[src/include/ladybird_defs.svh]
`ifndef LADYBIRD_DEFS_SVH
`define LADYBIRD_DEFS_SVH

//////////////////////////////////////////////////////////////////////
// bus and peripheral sizes
//////////////////////////////////////////////////////////////////////

`define LB_XLEN         32  // data and address width
`define LB_RAM_ADDR_W   9   // 512 words of scratchpad
`define LB_N_GPIO       8   // gpio inputs and outputs

//////////////////////////////////////////////////////////////////////
// address map
//////////////////////////////////////////////////////////////////////

// regions decoded on addr[31:28]
// ram word index sits in addr[10:2]
// gpio register index sits in addr[3:2]
`define LB_RAM_BASE     32'h2000_0000
`define LB_GPIO_BASE    32'h3000_0000

`endif

[src/hw/ladybird_pkg.sv]
`default_nettype none

package ladybird_pkg;

  // where a decoded request goes
  typedef enum logic [1:0] {
    TGT_NONE = 2'd0,  // unmapped, reads fault
    TGT_RAM  = 2'd1,
    TGT_GPIO = 2'd2
  } bus_target_e;

  // gpio register index from addr[3:2]
  typedef enum logic [1:0] {
    REG_IN      = 2'd0,  // synced pins, read only
    REG_OUT     = 2'd1,  // output latch
    REG_PENDING = 2'd2,  // pending irqs, w1c
    REG_MASK    = 2'd3   // irq enable
  } gpio_reg_e;

endpackage

`default_nettype wire

[src/hw/ladybird_periph_router.sv]
`default_nettype none

`include "ladybird_defs.svh"

module ladybird_periph_router
  import ladybird_pkg::*;
(
  input  wire logic                      clk,
  input  wire logic                      nrst,
  // core side
  input  wire logic                      req_i,
  input  wire logic                      we_i,
  input  wire logic [`LB_XLEN-1:0]       addr_i,
  input  wire logic [`LB_XLEN-1:0]       wdata_i,
  // toward the peripherals
  output logic                           ram_sel_o,
  output logic                           gpio_sel_o,
  output logic                           we_o,
  output logic      [`LB_RAM_ADDR_W-1:0] ram_addr_o,
  output gpio_reg_e                      gpio_reg_o,
  output logic      [`LB_XLEN-1:0]       wdata_o,
  input  wire logic [`LB_XLEN-1:0]       ram_rdata_i,
  input  wire logic [`LB_XLEN-1:0]       gpio_rdata_i,
  // response stream
  output logic                           rvalid_o,
  output logic                           fault_o,
  output logic      [`LB_XLEN-1:0]       rdata_o
);

  localparam logic [`LB_XLEN-1:0] RAM_BASE  = `LB_RAM_BASE;
  localparam logic [`LB_XLEN-1:0] GPIO_BASE = `LB_GPIO_BASE;

  bus_target_e         target;
  logic                rd_vld1_q, rd_vld2_q;
  bus_target_e         tag1_q, tag2_q;
  logic [`LB_XLEN-1:0] gpio_rdata_q;  // gpio aligned to latency two

  //////////////////////////////////////////////////////////////////////
  // address decode
  //////////////////////////////////////////////////////////////////////

  always_comb begin
    target = TGT_NONE;
    if (addr_i[31:28] == RAM_BASE[31:28]) begin
      target = TGT_RAM;
    end else if (addr_i[31:28] == GPIO_BASE[31:28]) begin
      target = TGT_GPIO;
    end
  end

  assign ram_sel_o  = req_i && (target == TGT_RAM);
  assign gpio_sel_o = req_i && (target == TGT_GPIO);
  assign we_o       = we_i;
  assign ram_addr_o = addr_i[`LB_RAM_ADDR_W+1:2];
  assign gpio_reg_o = gpio_reg_e'(addr_i[3:2]);
  assign wdata_o    = wdata_i;

  //////////////////////////////////////////////////////////////////////
  // read tag pipeline
  //////////////////////////////////////////////////////////////////////

  always_ff @(posedge clk) begin
    if (!nrst) begin
      rd_vld1_q <= 1'b0;
      rd_vld2_q <= 1'b0;
    end else begin
      rd_vld1_q <= req_i && !we_i;  // writes never answer
      rd_vld2_q <= rd_vld1_q;
    end
  end

  always_ff @(posedge clk) begin
    tag1_q       <= target;
    tag2_q       <= tag1_q;
    gpio_rdata_q <= gpio_rdata_i;
  end

  //////////////////////////////////////////////////////////////////////
  // response combine
  //////////////////////////////////////////////////////////////////////

  always_comb begin
    rvalid_o = rd_vld2_q;
    fault_o  = 1'b0;
    rdata_o  = '0;
    if (rd_vld2_q) begin
      unique case (tag2_q)
        TGT_RAM:  rdata_o = ram_rdata_i;
        TGT_GPIO: rdata_o = gpio_rdata_q;
        default:  fault_o = 1'b1;  // unmapped, data stays zero
      endcase
    end
  end

endmodule

`default_nettype wire

[config.mk]
export PLATFORM = sky130hd
export DESIGN_NAME = ladybird_periph_router
export DESIGN_NICKNAME = d
export VERILOG_FILES = /design/src/hw/ladybird_pkg.sv /design/src/hw/ladybird_periph_router.sv
export VERILOG_INCLUDE_DIRS = /design/src /design/src/include
export SDC_FILE = /design/constraint.sdc
export NUM_CORES = 1
export LEC_CHECK = 0
export BUFFER_PORTS_ARGS = -buffer_cell sky130_fd_sc_hd__buf_2
export CORE_AREA = 2 2 83 85
export DETAILED_ROUTE_END_ITERATION = 10
export DIE_AREA = 0 0 85 87
export PLACE_DENSITY = 0.77
export RECOVER_POWER = 100
export SYNTH_ARGS = -nofsm -noshare
export SYNTH_HDL_FRONTEND = slang
export SYNTH_SLANG_ARGS = --single-unit
[constraint.sdc]
create_clock -name clk -period 1.7 [get_ports clk]
set_input_delay 0.34 -clock clk [delete_from_list [all_inputs] [get_ports clk]]
set_output_delay 0.34 -clock clk [all_outputs]
set_load 0.01 [all_outputs]
# After elaboration in Yosys (flattened, before gate mapping)
# Index checks and enable logic that the tools add are counted.
# totals
regBits	38
input_bits	132
word_cells	22
# classes
eq_ne	6
mux	6
reduce_logical	5
# ops
op	n
case mux 32 bit (2 select lines)	1
2-to-1 mux 32 bit	1
== test 4 x 2 -> 1 bit (second input constant)	2
== test 2 x 1 -> 1 bit (second input constant)	2
== test 2 bit (second input constant)	2
2-to-1 mux 2 bit	2
logical AND 1 bit	3
2-to-1 mux 1 bit	2
OR reduction 2 bit	1
logical NOT 1 bit	1

# Logic depth before layout (Yosys ltp)
# logic_depth
depth_word	5
ltp_mapped	5
ltp_nobuf	4

# Worst setup path after synthesis
# No wires, ideal clock.
# synth_path
path_kind	reg-to-output
from	reg tag2_q[0]
to	out rdata_o[10]
arrival_time_ps	1167
required_ps	1360
setup_slack_ps	193
stages_incl_launch_ff	6
path_buffers	1
cell_sequence	dfxtp_1 inv_1 ha_1 nand2b_1 buf_2 nor2_1
# synth_via
elab_chain_len	3
word_cells_on_any_way	4
cone_classes	2 x eq/ne; 2 x mux
# synth_lines
element	line	source
start: declaration	ladybird_periph_router.sv:35	bus_target_e tag1_q, tag2_q;
start signal: assignment	ladybird_periph_router.sv:74	tag2_q <= tag1_q;
== test 2 bit / == test 2 x 1 -> 1 bit (equally long branches)	ladybird_periph_router.sv:87	unique case (tag2_q)
case mux 32 bit (2 select lines) *	ladybird_periph_router.sv:87	
2-to-1 mux 32 bit *	ladybird_periph_router.sv:86	if (rd_vld2_q) begin
end: declaration	ladybird_periph_router.sv:27	output logic [`LB_XLEN-1:0] rdata_o
# Mark *: on every way between the ends. The rest lies on a longest branch, timed or not.

# Final worst setup path
# layout_path
from	reg tag2_q[0]
to	out rdata_o[30]
# The elaborated chain is that of the path after synthesis.

==> qor.txt <==
Failing checks -> negative setup slack
# rows -> 30
PD cells -> 750 mW/mm^2
Hpwl dp -> 3510 um
Multi-input logic area -> 815 sq um
Vias -> 1453
Vias in the first global route -> 1287
Fmax -> 538 MHz
Clock insertion delay at the later pin of the skew report -> 280 ps
PortBufs -> 108
Final ANT Viol Nets -> 0
CTS H-Tree Depth -> 2
FF+latch count, synth -> 38
Core Area -> 0.00657 sq mm
Vias per cell -> 4.48
Cell taking the most area after synthesis -> dfxtp_1
Slowest cell on crit path -> dfxtp_2
Wire per inst -> 16.7 um
1st-pass router iterations -> 4
Worst endpoint data arrival time -> 1520 ps
Adder-Cell Fraction of Synth Area -> 1.54%
Post-synthesis xor/xnor area fraction -> 0%
Syn nets -> 302
Fin Setup TNS -> -4240 ps
Clock transition at path regs -> 80 ps
Synth area leaders -> dfxtp_1, buf_4, a22oi_1
Share of cells above drive strength 1 -> 75.4%
I/O Pins -> 212
Drt drc -> 0
Netlist cell types -> 14
Critical Path Max Stage Delay -> 340 ps
Leakage Power -> 0.00110 uW
CP Class -> flop to primary output
Final-layout fill cell count -> 598
CTS tree -> built
Die area -> 0.00740 sq mm
Crit-path max FO -> 6
Slew Viols, Final -> 0
Least-Margin Pin Slew -> 379 ps
Setup violators final -> 32
Crit path required time -> 1360 ps
Max cap viols -> 0
Die W -> 85 um
Tightest Hold Check Type -> input pin to flop
Worst rel slew slack -> 74.4%
Unrepaired setup endpoints after global routing -> true
Sequential area share after synthesis -> 46.8%
DRT iter0 DRCs -> 20
Startpoint Class -> flop
Mux contribution to synthesized area -> 0%
Netlist Area Pre-Place -> 0.00162 sq mm
Period Utilization, post-route -> 109%
GRT Resource Usage Total -> 11.3%
Peak VDD IR -> 0.414 mV
Die height -> 87 um
Nature of the critical path endpoint -> primary output
Largest family of logic cells by synthesized area -> buffers and inverters
Layout area overhead -> 69.8%
# placed instances -> 309
Critical path, cell by cell -> inv_2 > ha_4 > nand2b_4 > clkbuf_16 > nor2_1 > buf_2
Initial core utilization -> 24.7%
Avg Cell Area, Syn -> 9.67 sq um
Post-layout nets -> 377
Final count of hold timing violations -> 0
Final Cell Area -> 0.00276 sq mm
Gr ovfl total -> 0
Power Total -> 2070 uW
Clk root buf -> clkbuf_8
Status -> finished with violations
Simple-Gate Fraction of Synth Area -> 12.1%
First-pass GRT wire length -> 6480 um
Min cycle time layout -> 1860 ps
TritonCTS Buffers -> 5
Pin count of the biggest net entering global routing -> 21
Placed inst area -> 0.00193 sq mm
Setup Skew -> 0.205 ps
Ant diodes -> 0
Final worst slack -> -159 ps
Initial antenna violation count -> 0
CTS Buffer Depth -> 2
Post-Route WL -> 5420 um
Register area -> 763 sq um
Post-synthesis compound-gate area fraction -> 14.8%
Synth Warn # -> 0
Clock Sink Count -> 38
Yosys top cell area share -> 46.8%
Final std cells w/o fill -> 324
Routability cong. -> 0.708
Cells after synthesis -> 168
[synth_stat cells]
cell type  count
and3_1         1
buf_2          6
nor4b_4        1
a22oi_1       32
and4_1         1
and2_1         3
ha_1           2
and3b_1        1
buf_4         44
inv_1          2
buf_6          3
nand2b_1       1
nor2_1        33
dfxtp_1       38
[cells by family after synthesis]
family | after synthesis
adder cells (fa/ha/maj) | 2
AO/OA/AOI/OAI | 32
buffers and inverters | 55
AND/OR/NAND/NOR | 41
flip-flops | 38
[power by group]
group          internal [uW]  switching [uW]
Clock                    626             312
Combinational           98.3            78.9
Sequential               935            18.0
Total                   1660             409
[flip-flops by register name, indices dropped and copies added (netlist names)]
| name | flops |
|---|---|
| tag2_q | 2 |
| gpio_rdata_q | 32 |
| rd_vld1_q | 1 |
| rvalid_o | 1 |
| tag1_q | 2 |
[placed cells by master (no fill, tap or decap), drive strengths merged]
cell type	synthesis	routed
and3	1	1
nand2b	1	1
bufinv	0	2
nor4b	1	1
and4	1	1
nor2	33	33
a22oi	32	32
buf	53	110
clkbuf	0	17
dfxtp	38	38
and3b	1	1
inv	2	2
ha	2	2
and2	3	3
[worst max-delay path: cells and delay by family, from the launching register on]
family / cells / cell delay, ps
buffers and inverters: 3 / 380
flip-flops: 1 / 340
AND/OR/NAND/NOR: 2 / 260
adder cells (fa/ha/maj): 1 / 250
[area by class of cell]
class / count / area share [%]
well taps: 80 / 3.63
clock inverters: 2 / 2.18
multi-input cells: 75 / 29.5
clock buffers: 6 / 2.99
flip-flops and latches: 38 / 27.7
repair buffers: 121 / 33.7
inverters: 2 / 0.272
[metrics by stage]
step                      util [%]  worst slack, ps  hold WS [ps]
after detailed placement      29.4             45.3           314
after global placement        29.4             60.3           315
after global routing          42.0             -227           129
final                         42.0             -159           151
after CTS                     31.9             -177           139
after floorplan                  -              193           310
[per-layer routing]
layer  vias to the layer above  track usage (%)  part of all wire (%)
li1                        670                -                     -
met1                       655             11.4                    32
met2                        97             18.5                    52
met3                        31             5.78                    11
met4                         0             7.36                   4.2
met5                         -                0                     0
[final timing paths]
kind	endpoint	cells past startpoint	slack, ps	start
worst min register to register	tag2_q[0]	0	330	tag1_q[0]
worst max-delay path	rdata_o[30]	6	-160	tag2_q[0]
worst max register to register	rvalid_o	1	1150	rd_vld1_q
worst min-delay path	gpio_rdata_q[1]	1	150	gpio_rdata_i[1]
[what timing repair did]
action / in CTS / in global routing
hold buffers: 0 / 0
gates cloned: 0 / 6
endpoints found under the setup margin: 32 / 32
gates resized for setup: 7 / 116
setup buffers: 0 / 1
pin swaps: 0 / 30
Power figures use the tool's default switching activity.
