$ cat src/include/ladybird_defs.svh
`ifndef LADYBIRD_DEFS_SVH
`define LADYBIRD_DEFS_SVH

//////////////////////////////////////////////////////////////////////
// bus and peripheral sizes
//////////////////////////////////////////////////////////////////////

`define LB_XLEN         32  // data and address width
`define LB_RAM_ADDR_W   9   // 512 words of scratchpad
`define LB_N_GPIO       8   // gpio inputs and outputs

//////////////////////////////////////////////////////////////////////
// address map
//////////////////////////////////////////////////////////////////////

// regions decoded on addr[31:28]
// ram word index sits in addr[10:2]
// gpio register index sits in addr[3:2]
`define LB_RAM_BASE     32'h2000_0000
`define LB_GPIO_BASE    32'h3000_0000

`endif

$ cat src/hw/ladybird_pkg.sv
`default_nettype none

package ladybird_pkg;

  // where a decoded request goes
  typedef enum logic [1:0] {
    TGT_NONE = 2'd0,  // unmapped, reads fault
    TGT_RAM  = 2'd1,
    TGT_GPIO = 2'd2
  } bus_target_e;

  // gpio register index from addr[3:2]
  typedef enum logic [1:0] {
    REG_IN      = 2'd0,  // synced pins, read only
    REG_OUT     = 2'd1,  // output latch
    REG_PENDING = 2'd2,  // pending irqs, w1c
    REG_MASK    = 2'd3   // irq enable
  } gpio_reg_e;

endpackage

`default_nettype wire

$ cat src/hw/ladybird_gpio.sv
`default_nettype none

`include "ladybird_defs.svh"

module ladybird_gpio
  import ladybird_pkg::*;
(
  input  wire logic                  clk,
  input  wire logic                  nrst,
  input  wire logic                  sel_i,
  input  wire logic                  we_i,
  input  wire gpio_reg_e             reg_i,
  input  wire logic [`LB_XLEN-1:0]   wdata_i,
  output logic      [`LB_XLEN-1:0]   rdata_o,
  input  wire logic [`LB_N_GPIO-1:0] gpio_i,
  output logic      [`LB_N_GPIO-1:0] gpio_o,
  input  wire logic                  complete_i,
  output logic                       irq_o
);

  logic [`LB_N_GPIO-1:0] sync1_q;    // first synchronizer flop
  logic [`LB_N_GPIO-1:0] sync2_q;    // synced pin value
  logic [`LB_N_GPIO-1:0] prev_q;     // for edge detect
  logic [`LB_N_GPIO-1:0] rise;
  logic [`LB_N_GPIO-1:0] out_q;
  logic [`LB_N_GPIO-1:0] mask_q;
  logic [`LB_N_GPIO-1:0] pending_q;
  logic [`LB_N_GPIO-1:0] pending_clr;
  logic [`LB_N_GPIO-1:0] pending_d;
  logic                  wr;
  logic [`LB_XLEN-1:0]   rd_word;
  logic [`LB_XLEN-1:0]   rdata_q;

  //////////////////////////////////////////////////////////////////////
  // input synchronizer and edge detect
  //////////////////////////////////////////////////////////////////////

  always_ff @(posedge clk) begin
    if (!nrst) begin
      sync1_q <= '0;
      sync2_q <= '0;
      prev_q  <= '0;
    end else begin
      sync1_q <= gpio_i;
      sync2_q <= sync1_q;
      prev_q  <= sync2_q;
    end
  end

  assign rise = sync2_q & ~prev_q;

  //////////////////////////////////////////////////////////////////////
  // register writes and pending logic
  //////////////////////////////////////////////////////////////////////

  assign wr = sel_i && we_i;

  always_comb begin
    pending_clr = '0;
    if (complete_i) begin
      pending_clr = '1;  // completion drops everything
    end else if (wr && reg_i == REG_PENDING) begin
      pending_clr = wdata_i[`LB_N_GPIO-1:0];
    end
    // a fresh edge beats any clear
    pending_d = (pending_q & ~pending_clr) | (rise & mask_q);
  end

  always_ff @(posedge clk) begin
    if (!nrst) begin
      out_q     <= '0;
      mask_q    <= '0;
      pending_q <= '0;
    end else begin
      pending_q <= pending_d;
      if (wr && reg_i == REG_OUT) begin
        out_q <= wdata_i[`LB_N_GPIO-1:0];
      end
      if (wr && reg_i == REG_MASK) begin
        mask_q <= wdata_i[`LB_N_GPIO-1:0];
      end
    end
  end

  assign gpio_o = out_q;
  assign irq_o  = |pending_q;

  //////////////////////////////////////////////////////////////////////
  // read back, one register stage
  //////////////////////////////////////////////////////////////////////

  always_comb begin
    rd_word = '0;  // upper bits stay zero
    unique case (reg_i)
      REG_IN:      rd_word[`LB_N_GPIO-1:0] = sync2_q;
      REG_OUT:     rd_word[`LB_N_GPIO-1:0] = out_q;
      REG_PENDING: rd_word[`LB_N_GPIO-1:0] = pending_q;
      REG_MASK:    rd_word[`LB_N_GPIO-1:0] = mask_q;
    endcase
  end

  always_ff @(posedge clk) begin
    if (sel_i && !we_i) begin
      rdata_q <= rd_word;
    end
  end

  assign rdata_o = rdata_q;

endmodule

`default_nettype wire

$ cat config.mk
export PLATFORM = sky130hd
export DESIGN_NAME = ladybird_gpio
export DESIGN_NICKNAME = d
export VERILOG_FILES = /design/src/hw/ladybird_pkg.sv /design/src/hw/ladybird_gpio.sv
export VERILOG_INCLUDE_DIRS = /design/src /design/src/include
export SDC_FILE = /design/constraint.sdc
export NUM_CORES = 1
export LEC_CHECK = 0
export BUFFER_PORTS_ARGS = -buffer_cell sky130_fd_sc_hd__clkbuf_2
export CORE_UTILIZATION = 53
export DETAILED_ROUTE_END_ITERATION = 7
export PLACE_DENSITY = 0.9
export SKIP_LAST_GASP = 1
export SLEW_MARGIN = 10
export SYNTH_ARGS = -nofsm -noshare
export SYNTH_HDL_FRONTEND = slang
export SYNTH_SLANG_ARGS = --single-unit
$ cat constraint.sdc
create_clock -name clk -period 1.6 [get_ports clk]
set_input_delay 0.16 -clock clk [delete_from_list [all_inputs] [get_ports clk]]
set_output_delay 0.16 -clock clk [all_outputs]
set_load 0.01 [all_outputs]
Yosys cells after proc, flatten, opt, wreduce, memory -nomap -nowiden

Index checks and enable logic that the tools add are counted.

Register bits after elaboration: 56
Bits in latches: 0
Bits in writable memories: 0
ROM bits: 0
Input bits: 47
Output and inout bits: 41
Memories kept: 0

$add $sub $neg: 0
Multiply operators: 0
Divide/modulo/power cells: 0
$lt $le $gt $ge: 0
Equal/unequal tests: 3
Shift-type cells: 0
Muxes and demuxes: 3
Bitwise gates (word level): 6
Reductions and logical operators: 8

Operators by type and width:

| operator           | number |
|---|---|
| $pmux 8 s4         | 1 |
| $and 8x8->8        | 3 |
| $mux 8             | 2 |
| $not 8->8          | 2 |
| $or 8x8->8         | 1 |
| $reduce_or 8->1    | 1 |
| $logic_and 1x1->1  | 5 |
| $eq 2x2->1 const B | 2 |
| $eq 2x1->1 const B | 1 |
| $logic_not 2->1    | 1 |
| $logic_not 1->1    | 1 |

Depth between registers and ports, before layout

Gate-level depths: netlist (run 1).

Word-level depth: 7
Gate-level depth with buffers: 4
Depth with buffers taken out: 2

Worst setup path before layout (run 1)

No wires, ideal clock.

Kind: input to register
Start point: input port reg_i[1]
End point: register rdata_q[0] (netlist: rdata_o[0]) (data pin)
Setup time: 0.273 ns
Arrival time: 0.806 ns
Required time: 1.327 ns
Slack: 0.520 ns
Stages: 2
Cells stage by stage: buf_6 mux4_1

Cells in the longest elaborated chain, start to end: 2
Elaborated cells between the ends (all ways): 5
Those cells by class: 3 x eq/ne; 1 x mux; 1 x reduce/logical

RTL lines:

| item                               | RTL line             | text |
|---|---|---|
| start, declared                    | ladybird_gpio.sv:12  | `input wire gpio_reg_e reg_i,` |
| $eq 2x2->1 (tied with other cells) | ladybird_gpio.sv:94  | `unique case (reg_i)` |
| $pmux 8 s4 *                       | ladybird_gpio.sv:94  |  |
| net rd_word[0]                     | ladybird_gpio.sv:31  | `` logic [`LB_XLEN-1:0] rd_word; `` |
| end signal, assigned               | ladybird_gpio.sv:104 | `rdata_q <= rd_word;` |
| end, declared                      | ladybird_gpio.sv:32  | `` logic [`LB_XLEN-1:0] rdata_q; `` |

The timed path passes the listed nets; every way through them passes the cells marked *.
A chain may end at the register's enable or synchronous reset.

Final worst setup path (run 1)

Start point: register pending_q[3]
End point: output port irq_o

Cells in the longest elaborated chain, start to end: 1

RTL lines:

| item                   | RTL line            | text |
|---|---|---|
| start, declared        | ladybird_gpio.sv:27 | `` logic [`LB_N_GPIO-1:0] pending_q; `` |
| start signal, assigned | ladybird_gpio.sv:75 | `pending_q <= pending_d;` |
| $reduce_or 8->1        | ladybird_gpio.sv:86 | `assign irq_o = \|pending_q;` |
| end, declared          | ladybird_gpio.sv:18 | `output logic irq_o` |

Every way passes these cells.

==> results.sh, run 1 <==
export IMPL_diodes=0
export IMPL_hold_start="gpio_i[7]"
export IMPL_synth_xor_area_share_pct=0
export IMPL_crit_path_start_kind="register"
export IMPL_ys_warn_count=0
export IMPL_die_w_um=70.0
export IMPL_cp_num_buf_inv=1
export IMPL_portBuffers=39
export IMPL_power_share_clock_pct=35.8
export IMPL_worstPathCellList="nor4_1 -> nand2_1 -> clkbuf_2"
export IMPL_clockBufferDepth=2
export IMPL_setup_worst_path_start="pending_q[3]"
export IMPL_seq_power_share_pct=56.7
export IMPL_syn_area_um2=2450
export IMPL_use_met1_pct=21.9
export IMPL_area_growth_pct=9.45
export IMPL_post_cts_buffers=0
export IMPL_synth_fa_ha_area_share_pct=0
export IMPL_seq_area_frac_synth_pct=49.0
export IMPL_grt_pass1_vias=1351
export IMPL_viasPerCell=5.02
export IMPL_place_congestion=0.767
export IMPL_p_switching_uw=594
export IMPL_ant_nets=0
export IMPL_fmax_mhz=704
export IMPL_outcome="finished clean"
export IMPL_rsz0062_at_grt="no"
export IMPL_nets=287
export IMPL_p_leak_nw=1.19
export IMPL_grt_overflow_total=0
export IMPL_tns_ns=0
export IMPL_p_int_mw=2.03
export IMPL_stdcell_count=293
export IMPL_synth_mux_area_share_pct=15.1
export IMPL_synth_simple_area_share_pct=21.1
export IMPL_antenna_found_initial=0
export IMPL_dr_pass1_iters=4
export IMPL_layout_commonest_cell="dfxtp_1"
export IMPL_drt_iter0_markers=80
export IMPL_hold_violations=0
export IMPL_endpoint_kind="output pin"
export IMPL_slew_violations=0
export IMPL_initial_utilization_pct=55.9
export IMPL_hpwl_um=2780
export IMPL_fin_crit_ns=1.42
export IMPL_hold_class="primary input to register"
export IMPL_ctsRootBufferMaster="clkbuf_8"
export IMPL_met3_usage_pct=4.33
export IMPL_vias=1472
export IMPL_wirelength_um=3870
export IMPL_fp_coreArea_um2=4380
export IMPL_dpl_cell_count=285
export IMPL_n_fill_cell=355
export IMPL_critPathRequiredTime_ns=1.44
export IMPL_synth_area_per_cell_um2=12.0
export IMPL_cp_top_family="simple AND/OR/NAND/NOR gates"
export IMPL_critPathMaxStageDelay_ns=0.35
export IMPL_swShare_pct=22.7
export IMPL_p_per_area_nw_per_um2=977
export IMPL_grt_usage_pct=17.3
export IMPL_h_tree_depth=2
export IMPL_post_cts_resized=0
export IMPL_ioPinCount=88
export IMPL_final_cell_mix="dfxtp_1 (48), clkbuf_2 (39), nand2_1 (25)"
export IMPL_cts_made_buffers=5
export IMPL_rows=24
export IMPL_yosys_top_cells_area="dfxtp_1 (39%), edfxtp_1 (9.8%), mux4_1 (8.6%)"
export IMPL_ys_ff_latch=56
export IMPL_synth_top_family_by_area="simple AND/OR/NAND/NOR gates"
export IMPL_crit_type="register to output pin"
export IMPL_met2_usage_pct=27.5
export IMPL_drv_cap=0
export IMPL_cts_tree="built"
export IMPL_setup_viol=0
export IMPL_clkLatencyLatePin_ns=0.31
export IMPL_worstPathArrival_ns=1.26
export IMPL_netlist_area_leader_share_pct=39.2
export IMPL_die_height_um=70.0
export IMPL_grt_busiest_layer="met2"
export IMPL_grt_pass1_wl_um=6540
export IMPL_synth_cells=204
export IMPL_grt_max_degree=73
export IMPL_wl_per_cell_um=13.2
export IMPL_yosysTopAreaCell="dfxtp_1"
export IMPL_path_clk_slew_ns=0.10
export IMPL_skew_ns=0.00962
export IMPL_clock_sinks=56
export IMPL_slowest_stage="nor4_1"
export IMPL_synth_compound_area_share_pct=3.27
export IMPL_period_share_pct=88.8
export IMPL_cts_hold_buf=0
export IMPL_vdd_drop_max_mv=0.537
export IMPL_drive_gt1_share_pct=23.2
export IMPL_cp_max_fo=4
export IMPL_pwr_share_comb_pct=7.6
export IMPL_r2r_start="pending_q[6]"
export IMPL_synth_cell_types=23
export IMPL_drc_errors=0
export IMPL_die_area_um2=4900
power groups by stage:
stage	registers (mW)	clock network (mW)	logic (mW)
after floorplan	1.52	0	0.180
after global placement	1.52	0	0.195
after detailed placement	1.52	0	0.200
after CTS	1.48	0.950	0.200
after global routing	1.49	1.02	0.219
final	1.48	0.937	0.199
registers in the layout, summed over array words and instances, names as in the netlist:
| name | count |
|---|---|
| sync1_q | 8 |
| sync2_q | 8 |
| rdata_o | 8 |
| prev_q | 8 |
| pending_q | 8 |
| mask_q | 8 |
| gpio_o | 8 |
kinds of logic (layout without fill, tap and decap cells):
| family | Yosys count | after routing |
|---|---|---|
| AOI/OAI and AO/OA | 8 | 8 |
| buffers and inverters | 36 | 50 |
| DFF | 56 | 56 |
| muxes | 24 | 24 |
| other | 1 | 24 |
| and+or+nand+nor | 79 | 79 |
final timing paths:
check	endpoint	slack (ns)	cells after the start
worst max register to register	rdata_o[6]	0.42	1
worst max-delay path	irq_o	0.18	3
worst min-delay path	sync1_q[7]	0.05	2
worst min register to register	sync2_q[6]	0.44	1
stage by stage:
step	worst slack, ns	instance area [µm²]	hold WS (ns)	utilization [%]	power [mW]
after floorplan	0.520	2540	0.287	-	1.70
after global placement	0.269	2570	0.366	58.5	1.71
after detailed placement	0.194	2570	0.369	58.5	1.72
after CTS	0.145	2680	0.0398	61.2	2.63
after global routing	0.137	2680	0.0309	61.2	2.73
final	0.179	2680	0.0454	61.2	2.62
area by class of cell:
| class | instances | area, µm² | share of cell area [%] |
|---|---|---|---|
| timing repair buffer | 42 | 243 | 9.05 |
| tap | 52 | 65.1 | 2.43 |
| clock inverter | 3 | 46.3 | 1.73 |
| sequential | 56 | 1200 | 44.8 |
| clock buffer | 5 | 68.8 | 2.57 |
| multi-input combinational | 135 | 1060 | 39.4 |
synthesized netlist by cell type:
| library cell | n |
|---|---|
| and2_1 | 24 |
| and4b_1 | 1 |
| and4b_2 | 1 |
| buf_2 | 1 |
| buf_4 | 26 |
| buf_6 | 5 |
| clkbuf_1 | 1 |
| clkbuf_2 | 2 |
| clkbuf_4 | 1 |
| conb_1 | 1 |
| dfxtp_1 | 48 |
| edfxtp_1 | 8 |
| mux2i_1 | 16 |
| mux4_1 | 8 |
| nand2_1 | 25 |
| nand3b_1 | 8 |
| nand4_2 | 1 |
| nand4b_1 | 8 |
| nand4bb_1 | 8 |
| nor2b_1 | 1 |
| nor4_1 | 2 |
| o211ai_1 | 4 |
| o211ai_2 | 4 |
layer usage:
metal / vias to the layer above / share of wire, %
met5: - / 0
met4: 0 / 1.9
met3: 6 / 5.5
met2: 45 / 48
met1: 671 / 45
li1: 750 / -
Note: power is estimated with default switching activity, not from simulation.
==> run 2, diff against run 1 <==
--- a/config.mk
+++ b/config.mk
@@ -7,6 +7,7 @@
 export NUM_CORES = 1
 export LEC_CHECK = 0
 export BUFFER_PORTS_ARGS = -buffer_cell sky130_fd_sc_hd__clkbuf_2
+export CORE_ASPECT_RATIO = 1.4
 export CORE_UTILIZATION = 53
 export DETAILED_ROUTE_END_ITERATION = 7
 export PLACE_DENSITY = 0.9
==> results.sh, run 2 (synthesized netlist as in run 1, its figures left out) <==
export IMPL_cts_made_buffers=5
export IMPL_initial_utilization_pct=56.4
export IMPL_wirelength_um=4130
export IMPL_nets=287
export IMPL_dpl_cell_count=293
export IMPL_stdcell_count=301
export IMPL_period_share_pct=85.6
export IMPL_dr_pass1_iters=4
export IMPL_p_leak_nw=1.19
export IMPL_area_growth_pct=9.19
export IMPL_worstRegToRegCells=1
export IMPL_place_congestion=0.775
export IMPL_drv_cap=0
export IMPL_hold_violations=0
export IMPL_grt_busiest_layer="met2"
export IMPL_post_route_util_pct=61.6
export IMPL_fp_coreArea_um2=4340
export IMPL_fin_area_um2=2680
export IMPL_use_met1_pct=20.5
export IMPL_die_height_um=82.4
export IMPL_post_cts_buffers=0
export IMPL_ctsRootBufferMaster="clkbuf_8"
export IMPL_clkLatencyLatePin_ns=0.31
export IMPL_fin_crit_ns=1.37
export IMPL_ant_nets=0
export IMPL_dpl_cell_area_um2=2560
export IMPL_die_area_um2=4900
export IMPL_r2r_start="pending_q[5]"
export IMPL_cts_hold_buf=0
export IMPL_post_cts_resized=0
export IMPL_r2r_end="rdata_o[5]"
export IMPL_slew_violations=0
export IMPL_hold_start="gpio_i[2]"
export IMPL_crit_type="register to output pin"
export IMPL_endpoint_kind="output pin"
export IMPL_critPathRequiredTime_ns=1.44
export IMPL_layout_commonest_cell="dfxtp_1"
export IMPL_antenna_found_initial=0
export IMPL_setup_viol=0
export IMPL_ioPinCount=88
export IMPL_vias=1541
export IMPL_h_tree_depth=2
export IMPL_tns_ns=0
export IMPL_slowest_stage="dfxtp_1"
export IMPL_vdd_drop_max_mv=0.500
export IMPL_clockBufferDepth=2
export IMPL_min_path_cells=2
export IMPL_p_per_area_nw_per_um2=967
export IMPL_outcome="finished clean"
export IMPL_cp_top_family="simple AND/OR/NAND/NOR gates"
export IMPL_diodes=0
export IMPL_fmax_mhz=730
export IMPL_final_cell_mix="dfxtp_1 (48), clkbuf_2 (39), nand2_1 (25)"
export IMPL_clock_sinks=56
export IMPL_hpwl_um=2840
export IMPL_wl_per_cell_um=13.7
export IMPL_met2_usage_pct=29.9
export IMPL_drc_errors=0
export IMPL_cp_num_buf_inv=1
export IMPL_die_w_um=59.5
export IMPL_met3_usage_pct=5.76
export IMPL_crit_path_start_kind="register"
export IMPL_worst_r2r_setup_slack_ns=0.47
export IMPL_hold_ws_ns=0.0527
export IMPL_viasPerCell=5.12
export IMPL_grt_pass1_vias=1373
export IMPL_grt_pass1_wl_um=6440
export IMPL_drive_gt1_share_pct=23.2
export IMPL_path_clk_slew_ns=0.09
export IMPL_grt_usage_pct=18.2
export IMPL_skew_ns=0.00995
export IMPL_worstPathCellList="nor4_1 -> nand2_1 -> clkbuf_2"
export IMPL_hold_end="sync1_q[2]"
export IMPL_cp_max_fo=4
export IMPL_worstPathArrival_ns=1.21
export IMPL_cts_tree="built"
export IMPL_hold_class="primary input to register"
export IMPL_rsz0062_at_grt="no"
export IMPL_grt_max_degree=73
export IMPL_critPathMaxStageDelay_ns=0.35
export IMPL_drt_iter0_markers=82
export IMPL_grt_overflow_total=0
export IMPL_portBuffers=39
export IMPL_rows=28
==> run 2: changes by cell type in the layout (fill, tap and decap cells not counted), sizes merged <==
cell / before / now
clkinv: 0 / 1
inv: 1 / 0
==> run 2: area by class of cell <==
type                            count  area, µm²
Multi-Input combinational cell    135       1060
Clock inverter                      3       42.5
Fill cell                         346       1670
Clock buffer                        5       68.8
Sequential cell                    56       1200
Timing Repair Buffer               42        230
Tap cell                           60       75.1
==> run 2: metal layers <==
metal	vias to the layer above	routed length (µm)	part of all wire (%)
met4	0	127	3.1
met1	711	1690	41
met3	14	245	5.9
li1	753	-	-
met5	-	0	0
met2	63	2070	50
==> run 2: through the flow <==
step | setup WS [ns] | total power, mW
after floorplan | 0.520 | 1.70
after global placement | 0.290 | 1.71
after detailed placement | 0.272 | 1.72
after CTS | 0.226 | 2.61
after global routing | 0.0854 | 2.70
final | 0.231 | 2.59
==> run 2: worst max path at each step <==
| stage | slack (ns) | start | endpoint | cells after the start |
|---|---|---|---|---|
| 2_1_floorplan | 0.52 | reg_i[1] | rdata_o[0] | 2 |
| 3_3_place_gp | 0.29 | reg_i[1] | rdata_o[6] | 2 |
| 3_5_place_dp | 0.27 | reg_i[1] | rdata_o[6] | 2 |
| 4_1_cts | 0.23 | pending_q[3] | irq_o | 3 |
| 5_1_grt | 0.09 | pending_q[6] | irq_o | 3 |
| 6_report | 0.23 | pending_q[3] | irq_o | 3 |
==> run 2: report_power, final <==
part,switching [mW],internal (mW),leakage (nW)
Clock,0.439,0.463,0.0541
Combinational,0.113,0.0853,0.669
Sequential,0.0185,1.47,0.468
==> run 3, diff against run 2 <==
--- a/config.mk
+++ b/config.mk
@@ -7,10 +7,12 @@
 export NUM_CORES = 1
 export LEC_CHECK = 0
 export BUFFER_PORTS_ARGS = -buffer_cell sky130_fd_sc_hd__clkbuf_2
+export CELL_PAD_IN_SITES_DETAIL_PLACEMENT = 2
+export CELL_PAD_IN_SITES_GLOBAL_PLACEMENT = 2
 export CORE_ASPECT_RATIO = 1.4
-export CORE_UTILIZATION = 53
+export CORE_UTILIZATION = 33
 export DETAILED_ROUTE_END_ITERATION = 7
-export PLACE_DENSITY = 0.9
+export PLACE_DENSITY = 0.89
 export SKIP_LAST_GASP = 1
 export SLEW_MARGIN = 10
 export SYNTH_ARGS = -nofsm -noshare
==> results.sh, run 3 (synthesized netlist as in run 1, its figures left out) <==
export IMPL_die_height_um=104
export IMPL_area_growth_pct=11.4
export IMPL_crit_type="register to output pin"
export IMPL_slew_violations=0
export IMPL_swShare_pct=23.6
export IMPL_clockBufferDepth=2
export IMPL_hold_violations=0
export IMPL_grt_overflow_total=0
export IMPL_worst_slack_ns=0.163
export IMPL_worst_r2r_setup_slack_ns=0.44
export IMPL_hold_ws_ns=0.0458
export IMPL_fin_crit_ns=1.44
export IMPL_drive_gt1_share_pct=23.6
export IMPL_h_tree_depth=2
export IMPL_vias=1595
export IMPL_outcome="finished clean"
export IMPL_ioPinCount=88
export IMPL_p_leak_nw=1.20
export IMPL_nets=288
export IMPL_grt_usage_pct=14.9
export IMPL_wl_per_cell_um=15.9
export IMPL_post_cts_resized=0
export IMPL_fmax_mhz=696
export IMPL_preCtsSetupSlack_ns=0.183
export IMPL_antenna_found_initial=0
export IMPL_tns_ns=0
export IMPL_hpwl_um=3840
export IMPL_pwr_share_comb_pct=7.8
export IMPL_dpl_cell_count=329
export IMPL_rsz0062_at_grt="no"
export IMPL_worstPathArrival_ns=1.28
export IMPL_cts_tree="built"
export IMPL_path_clk_slew_ns=0.10
export IMPL_critPathRequiredTime_ns=1.44
export IMPL_final_cell_mix="dfxtp_1 (48), clkbuf_2 (39), nand2_1 (25)"
export IMPL_grt_pass1_vias=1700
export IMPL_initial_utilization_pct=34.6
export IMPL_p_per_area_nw_per_um2=971
export IMPL_ant_nets=0
export IMPL_ctsRootBufferMaster="clkbuf_8"
export IMPL_fp_coreArea_um2=7070
export IMPL_p_switching_uw=624
export IMPL_drt_iter0_markers=80
export IMPL_post_cts_buffers=0
export IMPL_power_share_clock_pct=36.1
export IMPL_grt_pass1_wl_um=8710
export IMPL_endpoint_kind="output pin"
export IMPL_cts_hold_buf=0
export IMPL_hold_class="primary input to register"
export IMPL_seq_power_share_pct=56.1
export IMPL_portBuffers=39
export IMPL_layout_commonest_cell="dfxtp_1"
export IMPL_cts_made_buffers=5
export IMPL_crit_path_start_kind="register"
export IMPL_diodes=0
export IMPL_viasPerCell=4.73
export IMPL_vdd_drop_max_mv=0.377
export IMPL_drv_cap=0
export IMPL_die_area_um2=7780
export IMPL_clock_sinks=56
export IMPL_die_w_um=74.8
export IMPL_cp_max_fo=4
export IMPL_setup_viol=0
export IMPL_period_share_pct=89.8
export IMPL_place_congestion=0.720
export IMPL_dr_pass1_iters=2
export IMPL_wirelength_um=5360
export IMPL_rows=36
export IMPL_p_int_mw=2.03
export IMPL_n_fill_cell=770
export IMPL_clkLatencyLatePin_ns=0.31
export IMPL_stdcell_count=337
export IMPL_skew_ns=0.00561
export IMPL_grt_max_degree=73
export IMPL_drc_errors=0
==> run 3: power groups by stage <==
stage                     logic (mW)  clock network [mW]  registers (mW)
after floorplan                0.180                   0            1.52
after global placement         0.200                   0            1.52
after detailed placement       0.209                   0            1.52
after CTS                      0.210               0.986            1.49
after global routing           0.229                1.02            1.49
final                          0.207               0.955            1.49
==> run 3: stage by stage <==
| step | instance area [µm²] | utilization, % | total power, mW |
|---|---|---|---|
| after floorplan | 2540 | - | 1.70 |
| after global placement | 2620 | 37.0 | 1.72 |
| after detailed placement | 2620 | 37.0 | 1.73 |
| after CTS | 2730 | 38.6 | 2.68 |
| after global routing | 2730 | 38.6 | 2.75 |
| final | 2730 | 38.6 | 2.65 |
==> run 3: cell type report <==
cell class	count	area, µm²	share of cell area, %
Sequential cell	56	1200	44.0
Multi-Input combinational cell	135	1060	38.7
Timing Repair Buffer	43	238	8.71
Tap cell	95	119	4.35
Clock buffer	5	68.8	2.52
Clock inverter	3	46.3	1.70
==> run 3: metal layers <==
metal,GRT usage [%],routed length (µm),up-vias
met5,0,0,-
met4,5.26,85,0
met1,17.1,2150,791
met3,2.91,225,7
met2,26.4,2900,46
li1,-,-,751
==> run 3: worst paths after layout <==
path / from / endpoint / cells after the start
setup / recovery: pending_q[6] / irq_o / 3
hold / removal: gpio_i[6] / sync1_q[6] / 2
setup reg to reg: pending_q[1] / rdata_o[1] / 1
hold reg to reg: sync1_q[5] / sync2_q[5] / 1
==> run 3: critical path: stages (launching register included) <==
cell	delay [ns]
dfxtp_1	0.36
nor4_1	0.37
nand2_1	0.08
clkbuf_2	0.15
